===== src/hdl/sys_pkg.sv =====
// -------------------------------------------------------------------
// shared system definitions for the two-node memory system
// widths, address map, opcodes and the request/response/flit structs
// -------------------------------------------------------------------

package sys_pkg;

    // number of request nodes behind the arbiter
    localparam int NUM_NODES = 2;

    // word address and data widths of the memory side
    localparam int ADDR_W = 10;
    localparam int DATA_W = 32;

    // console characters are plain 7-bit ascii
    localparam int ASCII_W = 7;

    // width of the led status register
    localparam int LED_W = 8;

    // -------------------------------------------------------------------
    // address map
    // -------------------------------------------------------------------

    // a write here queues the low 7 data bits as one console character
    localparam logic [ADDR_W-1:0] CONSOLE_ADDR = 10'h3F0;

    // the led status register, read back zero-extended
    localparam logic [ADDR_W-1:0] LED_ADDR = 10'h3F1;

    // -------------------------------------------------------------------
    // types
    // -------------------------------------------------------------------

    // source id carried with every flit so the answer finds its way back
    typedef logic [$clog2(NUM_NODES)-1:0] node_id_t;

    typedef logic [ASCII_W-1:0] ascii_t;

    typedef enum logic {
        OP_READ  = 1'b0,
        OP_WRITE = 1'b1
    } req_op_e;

    // one word request, valid is a strobe on the node side
    typedef struct packed {
        logic                valid;
        req_op_e             op;
        logic [ADDR_W-1:0]   addr;
        logic [DATA_W-1:0]   wdata;
    } mem_req_t;

    // answer to a request, rdata is zero for writes
    typedef struct packed {
        logic                valid;
        logic [DATA_W-1:0]   rdata;
    } mem_rsp_t;

    // a request tagged with the node it came from
    typedef struct packed {
        node_id_t            src;
        mem_req_t            req;
    } flit_t;

endpackage


===== src/hdl/noc_arbiter.sv =====
// -------------------------------------------------------------------
// two-input round-robin arbiter toward the memory controller
// that also steers each answer back to its node by source id
// -------------------------------------------------------------------

module noc_arbiter
(
     input  logic              clk
    ,input  logic              rst_n

    ,input  sys_pkg::flit_t    flit_0
    ,input  sys_pkg::flit_t    flit_1

    ,input  sys_pkg::mem_rsp_t mem_rsp
    ,input  sys_pkg::node_id_t mem_rsp_src

    ,output logic              grant_0
    ,output logic              grant_1
    ,output sys_pkg::flit_t    mem_flit

    ,output sys_pkg::mem_rsp_t rsp_0
    ,output sys_pkg::mem_rsp_t rsp_1
);

    localparam sys_pkg::node_id_t NODE_0 = sys_pkg::node_id_t'(0);
    localparam sys_pkg::node_id_t NODE_1 = sys_pkg::node_id_t'(1);

    // points at the node that wins the next tie
    sys_pkg::node_id_t rr_q;

    logic req_0;
    logic req_1;

    assign req_0 = flit_0.req.valid;
    assign req_1 = flit_1.req.valid;

    // -------------------------------------------------------------------
    // selection
    // -------------------------------------------------------------------

    // a lone request always wins and a tie goes to the node under the pointer
    assign grant_0 = req_0 && (!req_1 || rr_q == NODE_0);
    assign grant_1 = req_1 && (!req_0 || rr_q == NODE_1);

    always_ff @(posedge clk) begin
        if (!rst_n) begin
            rr_q <= NODE_0;
        end else if (req_0 && req_1) begin
            // the loser of this tie wins the next one
            rr_q <= ~rr_q;
        end
    end

    // with no grant flit_0 is idle too, so its low valid goes through
    assign mem_flit = grant_1 ? flit_1 : flit_0;

    // -------------------------------------------------------------------
    // response steering
    // -------------------------------------------------------------------

    // both nodes see the data but only the addressed one sees valid
    always_comb begin
        rsp_0       = mem_rsp;
        rsp_1       = mem_rsp;
        rsp_0.valid = mem_rsp.valid && (mem_rsp_src == NODE_0);
        rsp_1.valid = mem_rsp.valid && (mem_rsp_src == NODE_1);
    end

    // answers come back by source id, so a forwarded flit must carry the granted node
    a_grant_src : assert property (
        @(posedge clk) disable iff (!rst_n)
        (grant_0 || grant_1) |-> mem_flit.src == (grant_1 ? NODE_1 : NODE_0)
    );

    // the node that loses a tie is served in the very next cycle
    a_loser_next : assert property (
        @(posedge clk) disable iff (!rst_n)
        (req_0 && req_1) |=> ($past(grant_0) ? grant_1 : grant_0)
    );

endmodule


===== config.mk =====
export PLATFORM = sky130hd
export DESIGN_NAME = noc_arbiter
export DESIGN_NICKNAME = d
export VERILOG_FILES = /design/src/hdl/sys_pkg.sv /design/src/hdl/noc_arbiter.sv
export SDC_FILE = /design/constraint.sdc
export NUM_CORES = 1
export LEC_CHECK = 0
export ABC_CLOCK_PERIOD_IN_PS = 1900
export BUFFER_PORTS_ARGS = -buffer_cell sky130_fd_sc_hd__buf_2
export CORE_AREA = 2 2 92 94
export CTS_BUF_LIST = sky130_fd_sc_hd__clkbuf_8
export CTS_CLUSTER_SIZE = 25
export DETAILED_ROUTE_END_ITERATION = 8
export DIE_AREA = 0 0 94 96
export SYNTH_ARGS = -nofsm -noshare
export SYNTH_HDL_FRONTEND = slang
export SYNTH_SLANG_ARGS = --single-unit
export TNS_END_PERCENT = 30

===== constraint.sdc =====
create_clock -name clk -period 1.9 [get_ports clk]
set_clock_uncertainty 0.15 [all_clocks]
set_input_delay 0.095 -clock clk [delete_from_list [all_inputs] [get_ports clk]]
set_output_delay 0.095 -clock clk [all_outputs]
set_load 0.03 [all_outputs]

# Word-level counts from Yosys, hierarchy flattened

Cells that the tools add are included.

Register bits after elaboration: 1
Bits of input ports: 126
Logic and storage cells: 13

Multiplexer cells: 1
Bitwise operators: 2
Reductions and logical operators: 9

Operators by type and width:

| kind               | number |
|---|---|
| 45-bit two-way mux | 1 |
| 1-bit logical AND  | 5 |
| 1-bit logical NOT  | 2 |
| 1-bit logical OR   | 2 |
| 1-bit inverter     | 2 |

# Logic depth before layout (Yosys ltp)

Depth in word-level cells: 4
Mapped depth: 4

# Least setup slack after synthesis

No wires, ideal clock.

Path type: register to output
From: reg rr_q
To: out mem_flit[10] (netlist bit)
Arrival: 1.280 ns
Setup slack: 0.375 ns
Cell stages (with the launch flop): 4
Path through: dfxtp_1 -> o21ai_4 -> buf_4 -> mux2_1

RTL lines:

| item                     | RTL line          | text |
|---|---|---|
| start: declaration       | noc_arbiter.sv:29 | `sys_pkg::node_id_t rr_q;` |
| start signal: assignment | noc_arbiter.sv:50 | `rr_q <= ~rr_q;` |
| end: declaration         | noc_arbiter.sv:19 | `,output sys_pkg::flit_t mem_flit` |

==> qor.csv <==
stage,metric,value,unit
min_path,min_path_type,input pin to primary output,
power,leakage,0.790,nW
synthesis,syn_nets,249,
sta,tns,0,ns
sta,drv_slew,0,
routing,drt-total-wl,3210,um
outcome,outcome,finished clean,
layout,largest_reg_flops,1,
routing,vias_per_cell,3.36,
routing,wire_per_inst,10.6,um
floorplanning,num_rows,33,
sta,fmax,627,MHz
synthesis,yosys-top-cells-area,"buf_4 (45%), mux2_2 (42%), mux2_1 (3.1%), buf_6 (2.0%), dfxtp_1 (1.8%)",
sta,rsz0062_at_grt,no,
clock_network,cts_resized,0,
grt,antenna_found_initial,0,
synthesis,synth_top_cells_by_count,"buf_4 (66), mux2_2 (41), mux2_1 (3)",
grt,grt_pass1_vias,830,
synthesis,yosysSeqAreaShare,0.0182,
sta,worst_pin_slew,0.242,ns
grt,grt.total_usage,0.0508,
critical_path,endpoint_kind,primary output,
routing,vias,1019,
clock_network,postCtsHoldBufs,0,
floorplanning,core_region_area,0.00805,sq mm
power,power_density,365,mW/mm^2
synthesis,netlist_area,0.00110,sq mm
synthesis,ys_seq_elements,1,
synthesis,syn_area_per_cell,8.94,sq um
grt,grt_overflow,0,
synthesis,synth-async-reset-ratio,0,
layout,area_growth,31.3,%
critical_path,crit_type,flip-flop to primary output,
layout,final_layout_size_suffix_gt1_frac,0.939,
grt,met1_usage,0.0459,
run,cap_violations,0,
synthesis,synth.most_common_cell,buf_4,
critical_path,path_max_fanout,45,
layout,largest_registers,rr_q x1,
critical_path,arrival,1.35,ns
placed_design,post-dp-hpwl,2810,um
sta,slew_headroom,0.838,
clock_network,cts_setup_buffers,0,
layout,top_register,rr_q,
routing,drt-initial-drc-count,15,
routing,drt-pass1-iter-count,4,
synthesis,synthCells,123,
placed_design,numPortBuffers,142,
critical_path,critPathMaxStageDelay,0.38,ns
critical_path,cp.required,1.65,ns
synthesis,synth-main-ff-cell,dfxtp_1,
synthesis,synth-edff-count,0,
floorplanning,die_y,96,um
grt,grt_max_degree,46,
grt,grt_pass1_wl,3640,um
grt,met2_usage,0.117,
routing,antenna_left,0,
power,power.total,0.000527,W
synthesis,ys_warn_count,0,
floorplanning,die_area,0.00902,sq mm
clock_network,clkTransAtPathRegs,0,ns
floorplanning,die_w,94,um
grt,grt_use_met3,0.00861,
routing,drc,0,
floorplanning,pin_count,239,
synthesis,netlist.area_leader.share,0.451,
sta,period_share,0.840,
synthesis,synth_cell_types,13,
layout,num-nets-final,326,
critical_path,crit_path_cell_trace,o21ai_4 -> buf_12 -> mux2_2 -> buf_2,
synthesis,synth_top_area_cell,buf_4,
layout,fillers,919,
sta,hold_violations,0,
placed_design,finalWeightedCongestion,0.612,
sta,fin_crit,1.60,ns
grt,grt_busiest_layer,met2,
critical_path,cp-start-kind,flip-flop,
sta,setup_viol,0,
clock_network,insertion_delay,0,ns
layout,diodes,0,
critical_path,slowest_stage,mux2_2,
power,ir_worst_vdd,0.000151,V
floorplanning,start_util,0.137,
[logic make-up after synthesis]
kind of cell	Yosys count	synth area share
XOR/XNOR	1	0.00797
flip-flops	1	0.0182
AO/OA/AOI/OAI	2	0.0193
AND/OR/NAND/NOR	5	0.0262
multiplexers	44	0.451
buffers and inverters	70	0.478
[layout make-up]
| class | instances | area, sq um | share of cell area |
|---|---|---|---|
| well taps | 105 | 131 | 0.0910 |
| flip-flops and latches | 1 | 20.0 | 0.0139 |
| inverters | 2 | 7.51 | 0.00520 |
| multi-input cells | 52 | 554 | 0.384 |
| repair buffers | 143 | 731 | 0.506 |
[path summary, 6_finish.rpt]
| path | startpoint | endpoint | slack [ns] | cells after the start |
|---|---|---|---|---|
| max | rr_q | mem_flit[2] | 0.30 | 4 |
| min | mem_rsp[24] | rsp_0[24] | 0.04 | 0 |
| max reg2reg | rr_q | rr_q | 0.99 | 2 |
| min reg2reg | rr_q | rr_q | 0.51 | 2 |
[layer usage]
metal | vias up | wire length [um]
met5 | - | 0
met1 | 442 | 972
met3 | 0 | 467
met4 | 0 | 0
met2 | 80 | 1770
li1 | 497 | -
[worst max-delay path: cells and delay by family, from the launching register on]
kind            cells  cell delay (ns)
flops               1             0.33
mux                 1             0.38
buf+inv             2             0.44
compound gates      1             0.17
[power breakdown]
group | total (W) | switching (W) | internal [W]
Sequential | 0.0000259 | 0.00000259 | 0.0000233
Combinational | 0.000501 | 0.000287 | 0.000214
Clock | 0 | 0 | 0
[per-stage QoR]
step | utilization | cells | worst slack (ns) | area [sq um] | hold WS [ns]
4_1_cts | 0.179 | 303 | 0.283 | 1440 | 0.0403
3_5_place_dp | 0.179 | 303 | 0.285 | 1440 | 0.0403
5_1_grt | 0.179 | 303 | 0.245 | 1440 | 0.0401
6_report | 0.179 | 303 | 0.305 | 1440 | 0.0400
3_3_place_gp | 0.179 | 303 | 0.313 | 1440 | 0.0403
2_1_floorplan | - | 123 | 0.375 | 1100 | 0.0667
[placed cells by master, fill, tap and decap left out, drive strengths merged]
cell type	synthesis	routed
a21oi	1	1
and2	2	2
buf	68	143
dfxtp	1	1
inv	2	2
mux2	44	44
nand2	1	1
nor2b	1	1
o21ai	1	1
or2	1	1
xnor2	1	1
(Power assumes the default switching activity.)
