File: config.mk
export PLATFORM = sky130hd
export DESIGN_NAME = node_port
export DESIGN_NICKNAME = d
export VERILOG_FILES = /design/src/hdl/sys_pkg.sv /design/src/hdl/node_port.sv
export SDC_FILE = /design/constraint.sdc
export NUM_CORES = 1
export LEC_CHECK = 0
export BUFFER_PORTS_ARGS = -buffer_cell sky130_fd_sc_hd__buf_4
export CORE_ASPECT_RATIO = 1.4
export CORE_MARGIN = 1
export CORE_UTILIZATION = 44
export CTS_CLUSTER_SIZE = 28
export DETAILED_ROUTE_END_ITERATION = 10
export HOLD_SLACK_MARGIN = 0.06
export PLACE_DENSITY = 0.91
export SLEW_MARGIN = 10
export SYNTH_ARGS = -nofsm -noshare
export SYNTH_HDL_FRONTEND = slang
export SYNTH_SLANG_ARGS = --single-unit
File: constraint.sdc
create_clock -name clk -period 7.4 [get_ports clk]
set_input_delay 0 -clock clk [delete_from_list [all_inputs] [get_ports clk]]
set_output_delay 0 -clock clk [all_outputs]
set_load 0.03 [all_outputs]
File: src/hdl/sys_pkg.sv
// -------------------------------------------------------------------
// shared system definitions for the two-node memory system
// widths, address map, opcodes and the request/response/flit structs
// -------------------------------------------------------------------

package sys_pkg;

    // number of request nodes behind the arbiter
    localparam int NUM_NODES = 2;

    // word address and data widths of the memory side
    localparam int ADDR_W = 10;
    localparam int DATA_W = 32;

    // console characters are plain 7-bit ascii
    localparam int ASCII_W = 7;

    // width of the led status register
    localparam int LED_W = 8;

    // -------------------------------------------------------------------
    // address map
    // -------------------------------------------------------------------

    // a write here queues the low 7 data bits as one console character
    localparam logic [ADDR_W-1:0] CONSOLE_ADDR = 10'h3F0;

    // the led status register, read back zero-extended
    localparam logic [ADDR_W-1:0] LED_ADDR = 10'h3F1;

    // -------------------------------------------------------------------
    // types
    // -------------------------------------------------------------------

    // source id carried with every flit so the answer finds its way back
    typedef logic [$clog2(NUM_NODES)-1:0] node_id_t;

    typedef logic [ASCII_W-1:0] ascii_t;

    typedef enum logic {
        OP_READ  = 1'b0,
        OP_WRITE = 1'b1
    } req_op_e;

    // one word request, valid is a strobe on the node side
    typedef struct packed {
        logic                valid;
        req_op_e             op;
        logic [ADDR_W-1:0]   addr;
        logic [DATA_W-1:0]   wdata;
    } mem_req_t;

    // answer to a request, rdata is zero for writes
    typedef struct packed {
        logic                valid;
        logic [DATA_W-1:0]   rdata;
    } mem_rsp_t;

    // a request tagged with the node it came from
    typedef struct packed {
        node_id_t            src;
        mem_req_t            req;
    } flit_t;

endpackage

File: src/hdl/node_port.sv
// -------------------------------------------------------------------
// node port, holds one request until the arbiter grants it
// and hands the steered answer back as a one-cycle strobe
// -------------------------------------------------------------------

module node_port
#(
     parameter sys_pkg::node_id_t NODE_ID = '0
)
(
     input  logic              clk
    ,input  logic              rst_n

    ,input  sys_pkg::mem_req_t req
    ,input  logic              grant
    ,input  sys_pkg::mem_rsp_t rsp_in

    ,output sys_pkg::flit_t    flit
    ,output sys_pkg::mem_rsp_t rsp
);

    // a node has at most one transaction in flight
    typedef enum logic [1:0] {
        ST_IDLE,
        ST_PENDING,
        ST_WAIT_RSP
    } state_e;

    state_e                      state_q;
    sys_pkg::mem_req_t           req_q;
    logic                        rsp_valid_q;
    logic [sys_pkg::DATA_W-1:0]  rsp_data_q;

    // -------------------------------------------------------------------
    // transaction state
    // -------------------------------------------------------------------

    always_ff @(posedge clk) begin
        if (!rst_n) begin
            state_q     <= ST_IDLE;
            rsp_valid_q <= 1'b0;
        end else begin
            // the response strobe lasts a single cycle
            rsp_valid_q <= 1'b0;
            case (state_q)
                ST_IDLE: begin
                    if (req.valid) begin
                        state_q <= ST_PENDING;
                    end
                end
                ST_PENDING: begin
                    // the grant is a one-cycle pulse from the arbiter
                    if (grant) begin
                        state_q <= ST_WAIT_RSP;
                    end
                end
                ST_WAIT_RSP: begin
                    if (rsp_in.valid) begin
                        rsp_valid_q <= 1'b1;
                        state_q     <= ST_IDLE;
                    end
                end
                default: begin
                    state_q <= ST_IDLE;
                end
            endcase
        end
    end

    // request and answer payload, captured only when they are taken
    always_ff @(posedge clk) begin
        if (state_q == ST_IDLE && req.valid) begin
            req_q <= req;
        end
        if (state_q == ST_WAIT_RSP && rsp_in.valid) begin
            rsp_data_q <= rsp_in.rdata;
        end
    end

    // the flit stays valid for as long as the request waits for a grant
    always_comb begin
        flit.src       = NODE_ID;
        flit.req       = req_q;
        flit.req.valid = (state_q == ST_PENDING);
    end

    assign rsp = '{valid: rsp_valid_q, rdata: rsp_data_q};

    // the requester must wait for the answer before it strobes again
    a_no_req_while_busy : assert property (
        @(posedge clk) disable iff (!rst_n)
        req.valid |-> state_q == ST_IDLE
    );

endmodule

# Word level (Yosys, flattened, before mapping)
# Index checks and enable logic that the tools add are counted.
[classes] add_sub_neg=0 mul=0 div=0 n_lt_le_gt_ge=0 eq_ne=5 n_shift=0 muxes=5 bitwise_logic=0 n_reduce_logical=5
[ops] op="2-to-1 mux 2 bit" count=3
[ops] op="!= test 2 bit, second input constant" count=3
[ops] op="one-hot mux 2 bit (3 select lines)" count=1
[ops] op="AND reduction 3 bit" count=1
[ops] op="== test 2 x 1 -> 1 bit, second input constant" count=1
[ops] op="== test 2 bit, second input constant" count=1
[ops] op="logical AND 1 bit" count=2
[ops] op="zero test 2 bit" count=1
[ops] op="AND reduction 2 bit" count=1
[ops] op="2-to-1 mux 1 bit" count=1
[totals] ff_bits=78 latchBits=0 mem_bits_rw=0 mem_bits_ro=0 input_bits=80 out_inout_bits=78 elab_cells=21 memories=0

# Logic depth before layout (Yosys ltp)
[logic_depth] ltp_word=3 depth_mapped=2 mapped_depth_nobuf=2

# Least setup slack after synthesis
# No wires, ideal clock.
[synth_timing] kind="register to register" start="register state_q[0]" end="register req_q (netlist bit flit[0]), enable pin" setup_ns=0.444 arrival_time_ns=2.302 required_ns=6.956 slack_ns=4.654 path_stages_with_launch=3 path_buffers=0 period_less_slack_ns=2.746 cell_sequence="dfxtp_1 > nand2b_2 > nor2_1"
[synth_between] elab_chain_cells=2
[synth_rtl] item="start, declared" line="node_port.sv:29" source="state_e state_q;"
[synth_rtl] item="start signal, assigned" line="node_port.sv:40" source="state_q <= ST_IDLE;"
[synth_rtl] item="start signal, assigned" line="node_port.sv:48" source="state_q <= ST_PENDING;"
[synth_rtl] item="start signal, assigned" line="node_port.sv:54" source="state_q <= ST_WAIT_RSP;"
[synth_rtl] item="zero test 2 bit" line="node_port.sv:72" source="if (state_q == ST_IDLE && req.valid) begin"
[synth_rtl] item="logical AND 1 bit" line="node_port.sv:72"
[synth_rtl] item="end signal, assigned" line="node_port.sv:73" source="req_q <= req;"
[synth_rtl] item="end, declared" line="node_port.sv:30" source="sys_pkg::mem_req_t req_q;"
# No other way between the ends.
# A chain may end at the register's enable or synchronous reset.

# Worst setup path in the final report
[layout_timing] start="register state_q[0]" end="register req_q (netlist bit flit[12]), enable pin"
# Same word-level chain as after synthesis.

==> impl_metrics.csv <==
group,metric,value,unit
pwr,pwr-share-clk,0.347,
global_route,grt_remaining_overflow,0,
clocking,cts_made_buffers,9,
min_path,worstHoldPathType,"in -> reg",
pwr,switchingPower,0.2243,mW
clocking,cts-root-buf,"clkbuf_8",
cells_and_area,diodes,0,
routing,drtIter0Drc,100,
placement,port-buffer-count,156,
worst_setup_path,crit_fanout,43,
pwr,seqPwrFrac,0.506,
placement,dp_hpwl,3905,um
yosys,syn-cell-area,0.002404,mm^2
sta,setup_viol,0,
cells_and_area,stdcell_count,406,
sta,holdWs,163.1,ps
cells_and_area,multi_input_area,83.83,um^2
clocking,clock_latency,340,ps
cells_and_area,postLayoutCoreUtil,0.8974,
routing,wl_met2,4246,um
worst_setup_path,required,7350,ps
pwr,internal-power,0.7935,mW
yosys,yosysSeqAreaShare,0.9620,
routing,firstDrtPassIters,4,
routing,ant_nets,0,
outcome,status,"finished clean",
die,die_x,64.47,um
placement,dpl.cell_count,312,
cells_and_area,syn_to_final_growth,94.07,%
die,die_area,0.005766,mm^2
global_route,grt_pass1_wl,11050,um
sta,fmax,549.0,MHz
sta,tightestPinTransition,1095,ps
worst_setup_path,crit_type,"reg -> reg",
global_route,antenna_found_initial,0,
sta,max-slew-margin-rel,0.2681,
die,chipHeight,89.45,um
clocking,clock-sinks,78,
cells_and_area,fill_cells,185,
routing,routed_wl,8063,um
clocking,clock_path_buffers,2,
sta,slew_viol_final,0,
yosys,ys_ff_latch,78,
sta,rsz0062_at_grt,"no",
yosys,syn_avg_cell_area,26.41,um^2
routing,met3_length,797,um
worst_setup_path,critPathArrivalTime,1770,ps
clocking,cts_tree,"built",
routing,post_drt_wl_per_cell,19.86,um
sta,hold_viol,0,
die,ios,158,
worst_setup_path,startpoint_type,"flop",
routing,vias_per_cell,4.665,
routing,drc,0,
die,row_count,31,
cells_and_area,layout_commonest_cell,"buf_4",
cells_and_area,finalNetCount,415,
cells_and_area,layout-drive-gt1-share,0.5088,
die,core_area,0.005197,mm^2
cells_and_area,final_cell_mix,"buf_4 (157), dlygate4sd3_1 (78), edfxtp_1 (75)",
yosys,synthCells,91,
clocking,postCtsSetupBuffers,0,
job,maxCapViolations,0,
worst_setup_path,cp_top_family,"simple AND/OR/NAND/NOR gates",
global_route,first_global_vias,2088,
sta,timing.final.crit_share,0.2461,
cells_and_area,design_area,0.004664,mm^2
placement,gp_congestion,0.7367,
routing,vias,1894,
sta,fin_ws,5579,ps
worst_setup_path,cp_slowest_cell,"nor2_4",
worst_setup_path,crit_chain,"nand2b_2 -> nor2_4",
clocking,clk_pin_slew,70,ps
pwr,ir_drop,0.1919,mV
pwr,p_per_area,218.2,mW/mm^2
worst_setup_path,cp-end-kind,"flop",
cells_and_area,seq_area,0.002312,mm^2
sta,final.setup.tns,0,ps
yosys,yosys_warnings,0,
pwr,p_total,1.018,mW
routing,wl_met1,2790,um
global_route,track_usage,0.2847,
global_route,grt_max_degree,44,
pwr,comb_power_share,0.147,
die,initial_core_util,0.4624,
placement,detailedPlace.worstSlack,5584,ps
clocking,cts.htree.levels,3,
worst_setup_path,cp.buffers_inverters,0,
placement,placed_cell_area,0.003657,mm^2
sta,fin_skew,7.978,ps
pwr,p_leak,1.956,nW
routing,highest_layer,"met4",
worst_setup_path,critical-path-max-stage-delay,820,ps
pwr,power_switching_share,0.2204,
yosys,synth_nets,171,
clocking,cts-resized-gates,0,
yosys,synth_cell_types,13,
sta,period_needed,1821,ps
worst paths after layout:
path / from / to / slack [ps] / depth (start not counted)
setup reg to reg: state_q[0]$_SDFFE_PN0P_ / flit[12]$_DFFE_PP_ / 5580 / 2
hold / removal: rsp_in[32] / state_q[1]$_SDFFE_PN0P_ / 160 / 3
setup / recovery: state_q[0]$_SDFFE_PN0P_ / flit[12]$_DFFE_PP_ / 5580 / 2
hold reg to reg: state_q[0]$_SDFFE_PN0P_ / state_q[0]$_SDFFE_PN0P_ / 610 / 2
sequential cells by signal (all words and copies together), names as in the netlist:
name / flops
state_q: 2
rsp_data_q: 32
flit: 43
rsp_valid_q: 1
synth_stat cells (all sizes together):
| master | count | area share |
|---|---|---|
| and2 | 1 | 0.0026 |
| buf | 2 | 0.0062 |
| nor2 | 1 | 0.0016 |
| a21oi | 1 | 0.0021 |
| and3b | 1 | 0.0036 |
| edfxtp | 75 | 0.94 |
| conb | 1 | 0.0016 |
| a31o | 1 | 0.0036 |
| nand2b | 3 | 0.0088 |
| and4bb | 1 | 0.0052 |
| nor2b | 1 | 0.0026 |
| dfxtp | 3 | 0.025 |
layer usage:
| metal | GRT usage | up-vias |
|---|---|---|
| met4 | 0.1475 | 0 |
| met2 | 0.4957 | 137 |
| met5 | 0 | - |
| met3 | 0.1059 | 19 |
| li1 | - | 842 |
| met1 | 0.3019 | 896 |
area by class of cell:
cell class	instances	share of cell area
Clock buffer	13	0.03407
Clock inverter	3	0.01448
Multi-Input combinational cell	11	0.01797
Sequential cell	78	0.4957
Tap cell	66	0.01770
Timing Repair Buffer	235	0.4201
worst reg2reg max path, cell delays in order (launching register included):
cell	delay, ps
dfxtp_1	360
nand2b_2	230
nor2_4	820
cell families after synthesis:
| group | synth area share |
|---|---|
| compound gates | 0.005725 |
| buf+inv | 0.006245 |
| flops | 0.9620 |
| other cells | 0.001560 |
| simple gates | 0.02447 |
power by group through the flow:
| stage | sequential, mW | clock (mW) | combinational (mW) |
|---|---|---|---|
| 2_1_floorplan | 0.561 | 0 | 0.0111 |
| 3_3_place_gp | 0.523 | 0 | 0.109 |
| 3_5_place_dp | 0.524 | 0 | 0.110 |
| 4_1_cts | 0.514 | 0.355 | 0.145 |
| 5_1_grt | 0.517 | 0.373 | 0.155 |
| 6_report | 0.515 | 0.353 | 0.149 |
repair_timing:
item                                    in CTS  in global routing
endpoints found under the setup margin       0                  0
endpoints found under the hold margin       78                  0
hold buffers                                78                  0
(Power assumes the default switching activity.)
