**src/hdl/sys_pkg.sv**
```systemverilog
// -------------------------------------------------------------------
// shared system definitions for the two-node memory system
// widths, address map, opcodes and the request/response/flit structs
// -------------------------------------------------------------------

package sys_pkg;

    // number of request nodes behind the arbiter
    localparam int NUM_NODES = 2;

    // word address and data widths of the memory side
    localparam int ADDR_W = 10;
    localparam int DATA_W = 32;

    // console characters are plain 7-bit ascii
    localparam int ASCII_W = 7;

    // width of the led status register
    localparam int LED_W = 8;

    // -------------------------------------------------------------------
    // address map
    // -------------------------------------------------------------------

    // a write here queues the low 7 data bits as one console character
    localparam logic [ADDR_W-1:0] CONSOLE_ADDR = 10'h3F0;

    // the led status register, read back zero-extended
    localparam logic [ADDR_W-1:0] LED_ADDR = 10'h3F1;

    // -------------------------------------------------------------------
    // types
    // -------------------------------------------------------------------

    // source id carried with every flit so the answer finds its way back
    typedef logic [$clog2(NUM_NODES)-1:0] node_id_t;

    typedef logic [ASCII_W-1:0] ascii_t;

    typedef enum logic {
        OP_READ  = 1'b0,
        OP_WRITE = 1'b1
    } req_op_e;

    // one word request, valid is a strobe on the node side
    typedef struct packed {
        logic                valid;
        req_op_e             op;
        logic [ADDR_W-1:0]   addr;
        logic [DATA_W-1:0]   wdata;
    } mem_req_t;

    // answer to a request, rdata is zero for writes
    typedef struct packed {
        logic                valid;
        logic [DATA_W-1:0]   rdata;
    } mem_rsp_t;

    // a request tagged with the node it came from
    typedef struct packed {
        node_id_t            src;
        mem_req_t            req;
    } flit_t;

endpackage

```
**src/hdl/ring_buffer.sv**
```systemverilog
// -------------------------------------------------------------------
// console ring buffer that drops characters when full
// and drains one per cycle while the receiver is not busy
// -------------------------------------------------------------------

module ring_buffer
#(
     parameter int BUF_DEPTH = 16
)
(
     input  logic            clk
    ,input  logic            rst_n

    ,input  sys_pkg::ascii_t data_in
    ,input  logic            data_in_valid
    ,input  logic            recv_busy

    ,output sys_pkg::ascii_t data_out
    ,output logic            data_out_valid
);

    localparam int PTR_W = (BUF_DEPTH > 1) ? $clog2(BUF_DEPTH) : 1;
    localparam int CNT_W = $clog2(BUF_DEPTH + 1);

    sys_pkg::ascii_t   buf_q [BUF_DEPTH];
    logic [PTR_W-1:0]  wr_ptr_q;
    logic [PTR_W-1:0]  rd_ptr_q;
    logic [CNT_W-1:0]  count_q;

    logic full;
    logic empty;
    logic push;
    logic pop;

    // pointers wrap at the depth, which need not be a power of two
    function automatic logic [PTR_W-1:0] next_ptr(input logic [PTR_W-1:0] ptr);
        if (ptr == PTR_W'(BUF_DEPTH - 1)) begin
            return '0;
        end
        return ptr + 1'b1;
    endfunction

    assign full  = (count_q == CNT_W'(BUF_DEPTH));
    assign empty = (count_q == '0);
    assign push  = data_in_valid && !full;
    assign pop   = !empty && !recv_busy;

    // the head is offered directly and a push lands one cycle before it can leave
    assign data_out       = buf_q[rd_ptr_q];
    assign data_out_valid = pop;

    always_ff @(posedge clk) begin
        if (push) begin
            buf_q[wr_ptr_q] <= data_in;
        end
    end

    always_ff @(posedge clk) begin
        if (!rst_n) begin
            wr_ptr_q <= '0;
            rd_ptr_q <= '0;
            count_q  <= '0;
        end else begin
            if (push) begin
                wr_ptr_q <= next_ptr(wr_ptr_q);
            end
            if (pop) begin
                rd_ptr_q <= next_ptr(rd_ptr_q);
            end
            case ({push, pop})
                2'b10:   count_q <= count_q + 1'b1;
                2'b01:   count_q <= count_q - 1'b1;
                default: count_q <= count_q;
            endcase
        end
    end

    // an empty or a full buffer has both pointers on the same slot
    a_ptr_match : assert property (
        @(posedge clk) disable iff (!rst_n)
        (empty || full) |-> wr_ptr_q == rd_ptr_q
    );

endmodule

```
**config.mk**
```make
export PLATFORM = sky130hd
export DESIGN_NAME = ring_buffer
export DESIGN_NICKNAME = d
export VERILOG_FILES = /design/src/hdl/sys_pkg.sv /design/src/hdl/ring_buffer.sv
export SDC_FILE = /design/constraint.sdc
export NUM_CORES = 1
export LEC_CHECK = 0
export BUFFER_PORTS_ARGS = -buffer_cell sky130_fd_sc_hd__buf_2
export CORE_ASPECT_RATIO = 1.4
export CORE_MARGIN = 2
export CORE_UTILIZATION = 35
export CTS_CLUSTER_SIZE = 25
export DETAILED_ROUTE_END_ITERATION = 7
export PLACE_DENSITY = 0.48
export SYNTH_ARGS = -nofsm -noshare
export SYNTH_HDL_FRONTEND = slang
export SYNTH_SLANG_ARGS = --single-unit
```
**constraint.sdc**
```tcl
create_clock -name clk -period 9.01 [get_ports clk]
set_input_delay 0.4505 -clock clk [delete_from_list [all_inputs] [get_ports clk]]
set_output_delay 0.4505 -clock clk [all_outputs]
set_load 0.05 [all_outputs]
```
**Yosys cells after proc, flatten, opt, wreduce, memory -nomap -nowiden**

Memories as Yosys holds them, arrays and structs flattened. A register that Yosys moved wholly into a read port is not among the register bits.
Cells that the tools add are included.

- Flip-flop bits (word level): 13
- Bits in writable memories: 112
- Input port bits: 11
- Memories: 1

Memory list:

| memory | words | bits a word | rd ports | clocked after Yosys merged registers in | wr ports | RTL line | text |
|---|---|---|---|---|---|---|---|
| buf_q | 16 | 7 | 1 | 1 | 1 | ring_buffer.sv:25 | `sys_pkg::ascii_t buf_q [BUF_DEPTH];` |

- Add/subtract/negate cells: 4
- Equal/unequal tests: 5
- Multiplexer cells: 15
- Reductions and logical operators: 7

Operators by type and width:

| operator | count |
|---|---|
| $mux 4 | 6 |
| $pmux 5 s2 | 1 |
| $add 4x1->4 const B | 2 |
| $eq 4x4->1 const B | 2 |
| $mux 1 | 8 |
| $add 5x1->5 const B | 1 |
| $eq 5x5->1 const B | 1 |
| $logic_not 5->1 | 1 |
| $sub 5x1->5 const B | 1 |
| $logic_not 1->1 | 3 |
| $eq 2x1->1 const B | 1 |
| $eq 2x2->1 const B | 1 |
| $logic_and 1x1->1 | 2 |
| $reduce_bool 2->1 | 1 |

**Longest topological paths before layout**

Gate-level depths: netlist of run 1.

- Depth in word-level cells: 8
- Mapped depth: 12
- Depth with buffers taken out: 10

**Least setup slack after synthesis of run 1**

Ideal clock, no wire load.

- Kind: reg2reg
- Start point: register count_q[1]
- End point: register count_q[4]
- Setup time: 0.128 ns
- Arrival time: 2.896 ns
- Required time: 8.882 ns
- Path slack: 5.986 ns
- Stages on the path, launching flop included: 13
- Path buffers: 2
- Clock period less this slack: 3.024 ns
- Cell sequence: dfxtp_1 > buf_6 > or4_4 > o21ai_4 > inv_1 > ha_1 > clkbuf_1 > xor2_1 > ha_1 > nor2b_1 > o32ai_1 > mux2i_1 > nand4_1

- Cells in the longest elaborated chain, start to end: 5
- Elaborated cells on any way between the ends: 12

RTL lines:

| item | RTL line | text |
|---|---|---|
| start: declaration | ring_buffer.sv:28 | `logic [CNT_W-1:0] count_q;` |
| start signal: assignment | ring_buffer.sv:71 | `2'b10: count_q <= count_q + 1'b1;` |
| start signal: assignment | ring_buffer.sv:72 | `2'b01: count_q <= count_q - 1'b1;` |
| start signal: assignment | ring_buffer.sv:73 | `default: count_q <= count_q;` |
| $logic_not 5->1 * | ring_buffer.sv:44 | `assign empty = (count_q == '0);` |
| $logic_not 1->1 * | ring_buffer.sv:46 | `assign pop = !empty && !recv_busy;` |
| $logic_and 1x1->1 * | ring_buffer.sv:46 |  |
| via data_out_valid | ring_buffer.sv:19 | `,output logic data_out_valid` |
| $eq 2x1->1 or $eq 2x2->1 (tied branches) | ring_buffer.sv:70 | `case ({push, pop})` |
| $pmux 5 s2 or $reduce_bool 2->1 (tied branches) | n/a |  |

The timed path passes the listed nets; every way through them passes the cells marked *.
A chain may end at the register's enable or synchronous reset.

**Worst setup path in the final report of run 1**

- Start point: register count_q[1]
- End point: register count_q[4]

- Cells in the longest elaborated chain, start to end: 5
- Elaborated cells on any way between the ends: 12

RTL lines:

| item | RTL line |
|---|---|
| $eq 5x5->1 or $logic_not 5->1 (tied branches) | ring_buffer.sv:43, ring_buffer.sv:44 |
| $logic_not 1->1 (on tied branches) | ring_buffer.sv:45, ring_buffer.sv:46 |
| $logic_and 1x1->1 (on tied branches) | ring_buffer.sv:45, ring_buffer.sv:46 |
| $eq 2x1->1 or $eq 2x2->1 (tied branches) | ring_buffer.sv:70 |
| $pmux 5 s2 or $reduce_bool 2->1 (tied branches) | n/a |

Several ways; a longest one is shown, not always the timed one.

==> results of run 1 <==
## cell usage in the layout (no fill, tap or decap), drive strengths merged, types with 4 or more instances in the layout
cell,instances
a21oi,4
a22oi,14
and2,8
and3,4
buf,23
bufinv,4
clkbuf,17
clkinv,9
dfxtp,17
edfxtp,112
ha,8
inv,8
mux4,28
nand2,14
nand3,12
nor2,6
nor2b,5
nor4b,4
o21ai,7
xnor2,4
## logic make-up after synthesis
| family | count (synthesis) |
|---|---|
| flops | 129 |
| simple gates | 64 |
| compound gates | 38 |
| mux | 31 |
| buf+inv | 24 |
| fa+ha+maj | 8 |
| xor+xnor | 5 |
## cell type report
class | count | area [um2] | area share [%]
well taps | 192 | 240 | 3.88
flip-flops and latches | 129 | 3710 | 59.8
repair buffers | 23 | 128 | 2.06
clock buffers | 17 | 425 | 6.86
inverters | 7 | 26.3 | 0.424
clock inverters | 15 | 191 | 3.09
multi-input cells | 146 | 1480 | 23.9
## worst max-delay path, cell delays in order (launching register included)
cell	delay [ps]
dfxtp_1	380
or4_4	600
o21ai_4	430
ha_1	420
xor2_1	110
ha_1	230
nor2b_1	140
o32ai_1	300
mux2i_1	220
nand4_1	90
## where the power goes
| part | internal [mW] | switching, mW |
|---|---|---|
| registers | 0.680 | 0.0369 |
| logic | 0.157 | 0.217 |
| clock network | 0.461 | 0.251 |
## flip-flops by register name (all words and copies together) (netlist names), named ones only
signal and count:
buf_q 112, count_q 5, rd_ptr_q 4, wr_ptr_q 4
## worst min path at each step
stage | startpoint | end | cells past startpoint
after global placement | count_q[3]$_SDFFE_PN0P_ | count_q[3]$_SDFFE_PN0P_ | 2
after CTS | data_in[2] | buf_q[9][2]$_DFFE_PP_ | 1
after floorplan | count_q[3]$_SDFFE_PN0P_ | count_q[3]$_SDFFE_PN0P_ | 2
after global routing | data_in[6] | buf_q[0][6]$_DFFE_PP_ | 1
final | data_in[2] | buf_q[9][2]$_DFFE_PP_ | 1
after detailed placement | rd_ptr_q[0]$_SDFFE_PN0N_ | flip-flop | 2
## per-layer routing
metal,part of all wire (%),GRT usage (%),vias up
met5,0,0,-
met4,1.2,4.62,0
met3,2.6,3.71,12
met2,53,25.3,42
met1,43,17.8,1340
li1,-,-,1253
==> flow_metrics.py, run 1 <==
metrics = {
    "status": {
        "status": "completed",
    },
    "layout": {
        "num-fill-cells": 1356,
        "fin_nets": 343,
        "n_antenna_cell": 0,
        "finish.utilization_pct": 41.7,
        "design_area_um2": 6200,
        "layout-drive-gt1-share_pct": 26.7,
        "fin_cells": 529,
        "syn2layout_area_growth_pct": 17.5,
    },
    "floorplanning": {
        "core_region_area_um2": 14900,
        "rows": 53,
        "fp.dieArea_um2": 16100,
        "start_util_pct": 35.5,
        "ios": 19,
        "dieWidth_um": 108,
        "die_y_um": 149,
    },
    "timing": {
        "slew_viol_final": 0,
        "setup_viol": 0,
        "worst_pin_slew_ps": 856,
        "hold_viol": 0,
        "hold-worst-slack_ps": 431,
        "min_period_ps": 3050,
        "rsz0062_at_grt": "false",
        "max_freq_mhz": 328,
        "fin_crit_sh_pct": 33.9,
        "timing.slew.headroom_pct": 42.7,
        "fin_skew_ps": 6.13,
        "setup_slack_ps": 5960,
        "fin_tns_setup_ps": 0,
    },
    "synth": {
        "ys_ff_latch": 129,
        "synth.top_cell.area_share_pct": 63.8,
        "synthSimpleGateAreaFrac_pct": 6.74,
        "synth_commonest_cells": "edfxtp_1, mux4_2, dfxtp_1, a22oi_1, nand2_1",
        "synth.area.mux_share_pct": 12.5,
        "ys_async_sr_fraction_pct": 0,
        "netlist.top_cell.by_area": "edfxtp_1",
        "synth.area.top_cells": "edfxtp_1, mux4_2, dfxtp_1",
        "synth-main-ff-cell": "edfxtp_1",
        "syn_avg_cell_area_um2": 17.6,
        "ys.warnings.count": 0,
        "syn_inst": 299,
        "synth_compound_area_share_pct": 5.60,
        "netlist_area_um2": 5270,
        "synth-edff-count": 112,
        "synth_most_common_cell": "edfxtp_1",
        "yosysUniqueCellTypes": 43,
        "seq_area_frac_synth_pct": 70.2,
        "synth_top_family_by_area": "multiplexers",
        "synth_nets": 318,
        "synth-xor-area-share_pct": 0.831,
        "synth-adder-area-share_pct": 1.90,
    },
    "place": {
        "place_area_um2": 5580,
        "placed_cells": 497,
        "place.gp.congestion": 0.748,
        "dpl_worst_slack_ps": 6000,
        "port-buffer-count": 18,
        "dp_hpwl_mm": 6.98,
    },
    "worst_setup_path": {
        "critPathCapture": "count_q[4]$_SDFFE_PN0P_",
        "end_kind": "flip-flop",
        "worstPathMaxFanout": 17,
        "start_kind": "flip-flop",
        "r2r-start": "count_q[1]$_SDFFE_PN0P_",
        "cp.arrival_ps": 3330,
        "reg2reg_depth": 9,
        "critPathRequiredTime_ps": 9290,
        "regToRegSetupSlack_ps": 5960,
        "path_class": "reg2reg",
        "setup.worst_path.start": "count_q[1]$_SDFFE_PN0P_",
        "rr_endpoint": "count_q[4]$_SDFFE_PN0P_",
    },
    "clocking": {
        "path_clk_slew_ps": 60,
        "htreeDepth": 4,
        "cts_root_buffer": "clkbuf_16",
        "clk_latency_ps": 400,
        "cts_setup_buffers": 0,
        "cts.repair.resized": 0,
        "cts.sinks": 129,
        "cts-buffers-inserted": 17,
        "cts.path.max_buffers": 2,
        "cts_tree": "done",
        "hold_buffers": 0,
    },
    "global_route": {
        "grt_pass1_wl_mm": 16.8,
        "track_usage_pct": 14.6,
        "grt_pass1_vias": 2799,
        "grt_overflow_total": 0,
        "grt_max_degree": 29,
        "antenna_found_initial": 0,
    },
    "drt": {
        "viasPerCell": 5.00,
        "drc": 0,
        "drt_first_pass_iters": 4,
        "drtIter0Drc": 171,
        "drt-wirelength-per-cell_um": 20.3,
        "ant_nets": 0,
        "vias": 2647,
        "drt_wl_total_mm": 10.8,
    },
    "power": {
        "ir_drop_mv": 0.137,
        "power_leakage_nw": 2.05,
        "p_total_mw": 1.80,
        "cellPowerDensity_nw_per_um2": 291,
    },
    "job": {
        "max_cap_violations": 0,
    },
    "worst_hold_path": {
        "hold_path_class": "in2reg",
    },
}
Power figures use the tool's default switching activity.
==> inputs of run 2 (changes only) <==
PLACE_DENSITY = 0.5   (was 0.48)
clock period = 2.8 ns   (was 9.01 ns; I/O delays follow)
==> flow_metrics.py, run 2 (synthesis gave the netlist of run 1 again) <==
metrics = {
    "status": {
        "status": "completed",
    },
    "floorplanning": {
        "ios": 19,
        "dieWidth_um": 108,
        "fp.dieArea_um2": 16100,
        "core_region_area_um2": 14900,
        "start_util_pct": 35.5,
        "die_y_um": 149,
        "rows": 53,
    },
    "layout": {
        "layout-drive-gt1-share_pct": 30.1,
        "syn2layout_area_growth_pct": 20.1,
        "top_register": "buf_q",
        "final_common_cell": "edfxtp_1",
        "reg_top3": "buf_q: 112 flops, count_q: 5 flops",
        "fin_nets": 348,
        "final_cell_mix": "edfxtp_1, mux4_2, buf_2",
        "design_area_um2": 6330,
        "largest_reg_flops": 112,
        "num-fill-cells": 1367,
        "n_antenna_cell": 0,
    },
    "timing": {
        "fin_skew_ps": 7.01,
        "min_period_ps": 2680,
        "hold-worst-slack_ps": 126,
        "max_freq_mhz": 374,
        "fin_crit_sh_pct": 95.5,
        "setup_viol": 0,
        "hold_viol": 0,
        "worst_pin_slew_ps": 1070,
        "rsz0062_at_grt": "false",
        "timing.slew.headroom_pct": 28.2,
        "slew_viol_final": 0,
    },
    "clocking": {
        "htreeDepth": 4,
        "cts_root_buffer": "clkbuf_16",
        "hold_buffers": 0,
        "clk_latency_ps": 400,
        "cts.sinks": 129,
        "cts.path.max_buffers": 2,
        "cts-buffers-inserted": 17,
        "path_clk_slew_ps": 60,
        "cts_tree": "done",
    },
    "job": {
        "max_cap_violations": 0,
    },
    "global_route": {
        "grt_overflow_total": 0,
        "grt_max_degree": 29,
        "met1_usage_pct": 16.1,
        "grt_pass1_vias": 2897,
        "antenna_found_initial": 0,
        "grt_pass1_wl_mm": 16.5,
        "grtUsageMet3_pct": 3.58,
        "met2_usage_pct": 25.9,
        "grt-busiest-layer": "met2",
        "track_usage_pct": 14.4,
    },
    "power": {
        "cellPowerDensity_nw_per_um2": 961,
        "p_total_mw": 6.08,
        "ir_drop_mv": 0.438,
        "power_leakage_nw": 2.10,
    },
    "worst_setup_path": {
        "start_kind": "flip-flop",
        "cpLargestDelayFamily": "simple AND/OR/NAND/NOR gates",
        "path_class": "reg2reg",
        "worstPathMaxFanout": 9,
        "end_kind": "flip-flop",
        "cp.arrival_ps": 2960,
        "crit_buf_inv": 1,
        "critPathRequiredTime_ps": 3090,
        "path_cells": "or4_4 > o21ai_4 > clkinvlp_4 > ha_4 > xor2_1 > ha_2 > nor2b_1 > o32ai_2 > mux2i_1 > nand4_1",
        "critical_path.max_stage_delay_ps": 590,
        "crit_slowest_cell": "or4_4",
    },
    "place": {
        "place.gp.congestion": 0.750,
        "dp_hpwl_mm": 6.91,
        "port-buffer-count": 18,
        "place_area_um2": 5640,
    },
    "drt": {
        "drt_wl_total_mm": 10.5,
        "ant_nets": 0,
        "drc": 0,
        "drt-wirelength-per-cell_um": 19.6,
        "viasPerCell": 5.10,
        "drt_first_pass_iters": 4,
        "vias": 2722,
        "drtIter0Drc": 142,
    },
    "worst_hold_path": {
        "hold_path_class": "in2reg",
    },
}
==> run 2: cell count changes in the layout (fill, tap and decap cells not counted), moves of 2 or more <==
cell       delta
buf_4         +4
ha_1          -2
clkinv_1      -3
bufinv_16     +2
==> run 2: timing repair <==
action / CTS / global route
resized for setup: 0 / 2
buffers inserted: 0 / 2
setup endpoints to repair: 0 / 2
hold endpoints to repair: 0 / 0
==> run 2: layout make-up <==
type	instances	area, um2	share of cell area, %
Multi-Input combinational cell	146	1510	23.8
Clock buffer	18	429	6.78
Tap cell	192	240	3.80
Clock inverter	14	236	3.74
Sequential cell	129	3710	58.6
Timing Repair Buffer	28	178	2.81
Inverter	7	30.0	0.474
==> run 2: routing by layer <==
layer	vias to the layer above	routed length (um)
li1	1265	-
met1	1400	4290
met2	43	5710
met3	14	288
met4	0	199
met5	-	0
==> run 2: final timing paths <==
check             cells after the start                       to                    start  slack [ps]
setup / recovery                     10  count_q[4]$_SDFFE_PN0P_  count_q[3]$_SDFFE_PN0P_         120
hold / removal                        1    buf_q[5][2]$_DFFE_PP_               data_in[2]         130
setup reg to reg                     10  count_q[4]$_SDFFE_PN0P_  count_q[3]$_SDFFE_PN0P_         120
hold reg to reg                       2  count_q[3]$_SDFFE_PN0P_  count_q[3]$_SDFFE_PN0P_         500
==> run 2: through the flow <==
| step | cells | setup TNS (ps) | utilization [%] | setup slack, ps |
|---|---|---|---|---|
| 3_3_place_gp | 500 | 0 | 38.0 | 155 |
| 3_5_place_dp | 500 | 0 | 38.0 | 105 |
| 6_report | 534 | 0 | 42.6 | 125 |
| 2_1_floorplan | 299 | -320 | - | -192 |
| 4_1_cts | 532 | 0 | 42.5 | 101 |
| 5_1_grt | 534 | 0 | 42.6 | 15.0 |
==> run 2: where the power goes <==
group          internal, mW  leakage, nW  total, mW  switching, mW
Clock                  1.67        0.322       2.47          0.796
Sequential             2.19         1.15       2.28         0.0861
Combinational         0.580        0.625       1.34          0.759
Total                  4.44         2.10       6.08           1.64
==> inputs of run 3 (changes only) <==
ABC_AREA = 1   (was not set)
==> flow_metrics.py, run 3 <==
metrics = {
    "layout": {
        "largest_reg_flops": 112,
        "fin_nets": 539,
        "n_antenna_cell": 0,
        "top_register": "buf_q",
        "fin_cells": 729,
        "syn2layout_area_growth_pct": 14.8,
        "final_cell_mix": "edfxtp_1, inv_1, nand2_1",
        "final_common_cell": "edfxtp_1",
        "layout-drive-gt1-share_pct": 11.3,
        "finish.utilization_pct": 40.9,
        "reg_top3": "buf_q: 112 flops, count_q: 5 flops",
    },
    "job": {
        "max_cap_violations": 0,
    },
    "floorplanning": {
        "fp.dieArea_um2": 16800,
        "rows": 54,
        "start_util_pct": 35.6,
        "dieWidth_um": 110,
        "core_region_area_um2": 15500,
        "die_y_um": 153,
        "ios": 19,
    },
    "drt": {
        "vias": 3519,
        "drt_wl_total_mm": 11.5,
        "drtIter0Drc": 263,
        "viasPerCell": 4.83,
        "drt-wirelength-per-cell_um": 15.7,
        "drt_first_pass_iters": 5,
        "ant_nets": 0,
        "drc": 0,
    },
    "synth": {
        "netlist.top_cell.by_area": "edfxtp_1",
        "synth.top_cell.area_share_pct": 60.8,
        "ys_ff_latch": 129,
        "synth-main-ff-cell": "edfxtp_1",
        "synth_commonest_cells": "edfxtp_1, inv_1, nand2_1, nand3_1, a21oi_1",
        "netlist_area_um2": 5530,
        "synth-xor-area-share_pct": 0.633,
        "synth-edff-count": 112,
        "synth.area.top_cells": "edfxtp_1, dfxtp_1, inv_1",
        "synth_top_family_by_area": "simple AND/OR/NAND/NOR gates",
        "seq_area_frac_synth_pct": 66.9,
        "ys.warnings.count": 0,
        "synth_compound_area_share_pct": 10.4,
        "synth.area.mux_share_pct": 0,
        "synth_nets": 516,
        "synth-adder-area-share_pct": 1.81,
        "synthSimpleGateAreaFrac_pct": 12.0,
        "syn_inst": 497,
        "yosysUniqueCellTypes": 22,
        "synth_most_common_cell": "edfxtp_1",
        "ys_async_sr_fraction_pct": 0,
        "syn_avg_cell_area_um2": 11.1,
    },
    "worst_setup_path": {
        "start_kind": "flip-flop",
        "worstPathMaxFanout": 71,
        "path_class": "reg2out",
        "regToRegSetupSlack_ps": 610,
        "end_kind": "output port",
        "reg2reg_depth": 14,
        "cp.arrival_ps": 2170,
        "critPathRequiredTime_ps": 2660,
    },
    "timing": {
        "worst_pin_slew_ps": 736,
        "timing.slew.headroom_pct": 50.8,
        "slew_viol_final": 0,
        "hold_viol": 0,
        "max_freq_mhz": 433,
        "fin_tns_setup_ps": 0,
        "setup_viol": 0,
        "rsz0062_at_grt": "false",
        "fin_skew_ps": 8.57,
        "fin_crit_sh_pct": 82.5,
        "min_period_ps": 2310,
    },
    "clocking": {
        "cts.path.max_buffers": 2,
        "cts_setup_buffers": 0,
        "path_clk_slew_ps": 60,
        "cts_root_buffer": "clkbuf_16",
        "htreeDepth": 4,
        "cts.sinks": 129,
        "cts.repair.resized": 0,
        "clk_latency_ps": 410,
        "cts-buffers-inserted": 17,
        "hold_buffers": 0,
        "cts_tree": "done",
    },
    "global_route": {
        "track_usage_pct": 14.9,
        "grt_pass1_vias": 3491,
        "grt_overflow_total": 0,
        "grt_max_degree": 72,
        "grt_pass1_wl_mm": 18.6,
        "antenna_found_initial": 0,
    },
    "power": {
        "power_leakage_nw": 2.39,
        "netSwitchingFraction_pct": 32.2,
        "p_switching_mw": 1.86,
        "intPower_mw": 3.91,
        "clkPwrFrac_pct": 36.6,
        "ir_drop_mv": 0.611,
        "p_total_mw": 5.77,
        "share_comb_of_total_power_pct": 23.5,
        "pwr-share-seq_pct": 39.8,
        "cellPowerDensity_nw_per_um2": 908,
    },
    "worst_hold_path": {
        "worstHoldPathCells": 3,
        "hold_path_class": "in2reg",
    },
    "place": {
        "place.gp.congestion": 0.766,
        "placed_cells": 697,
        "dp_hpwl_mm": 7.50,
        "port-buffer-count": 18,
    },
    "status": {
        "status": "completed",
    },
}
## run 3: area by class of cell
cell class              instances  area, um2
fillers                      1471       9190
inverters                      79        297
repair buffers                 25        155
multi-input cells             268       1380
clock inverters                13        139
flip-flops and latches        129       3710
well taps                     196        245
clock buffers                  19        433
## run 3: layer usage
layer / track usage [%] / routed length (um) / up-vias
li1: - / - / 1765
met1: 18.6 / 5000 / 1681
met2: 24.5 / 5930 / 61
met3: 3.72 / 346 / 12
met4: 5.65 / 180 / 0
met5: 0 / 0 / -
## run 3: path summary, 6_finish.rpt
check / startpoint / endpoint
worst max-delay path: flip-flop / data_out[0]
worst min-delay path: rst_n / wr_ptr_q[2]$_SDFFE_PN0P_
worst max register to register: count_q[0]$_SDFFE_PN0P_ / count_q[2]$_SDFFE_PN0P_
worst min register to register: count_q[0]$_SDFFE_PN0P_ / count_q[0]$_SDFFE_PN0P_
## run 3: power by group through the flow
stage | Combinational, mW | Sequential, mW | Clock (mW)
after global placement | 1.36 | 2.34 | 0
after CTS | 1.38 | 2.30 | 2.15
after floorplan | 1.17 | 2.27 | 0
after detailed placement | 1.37 | 2.34 | 0
after global routing | 1.54 | 2.32 | 2.24
final | 1.36 | 2.30 | 2.11
## run 3: logic make-up after synthesis
group                    count (synthesis)
AO/OA/AOI/OAI                          101
adder cells (fa/ha/maj)                  8
XOR/XNOR                                 4
flip-flops                             129
buffers and inverters                  100
AND/OR/NAND/NOR                        155
## run 3: worst max-delay path: stages (launching register included)
cell and delay [ps]:
dfxtp_4 600, buf_12 300, o211ai_1 170, nand3_1 170
nand3_1 120, nand2_1 90, buf_2 260
## run 3: per-stage QoR
step | hold WS (ps) | area (um2) | setup WS, ps
global placement | 454 | 5780 | 694
CTS | 35.8 | 6350 | 464
detailed placement | 466 | 5780 | 647
floorplan | 239 | 5530 | 550
finish | 43.7 | 6350 | 491
global route | 63.6 | 6350 | 307
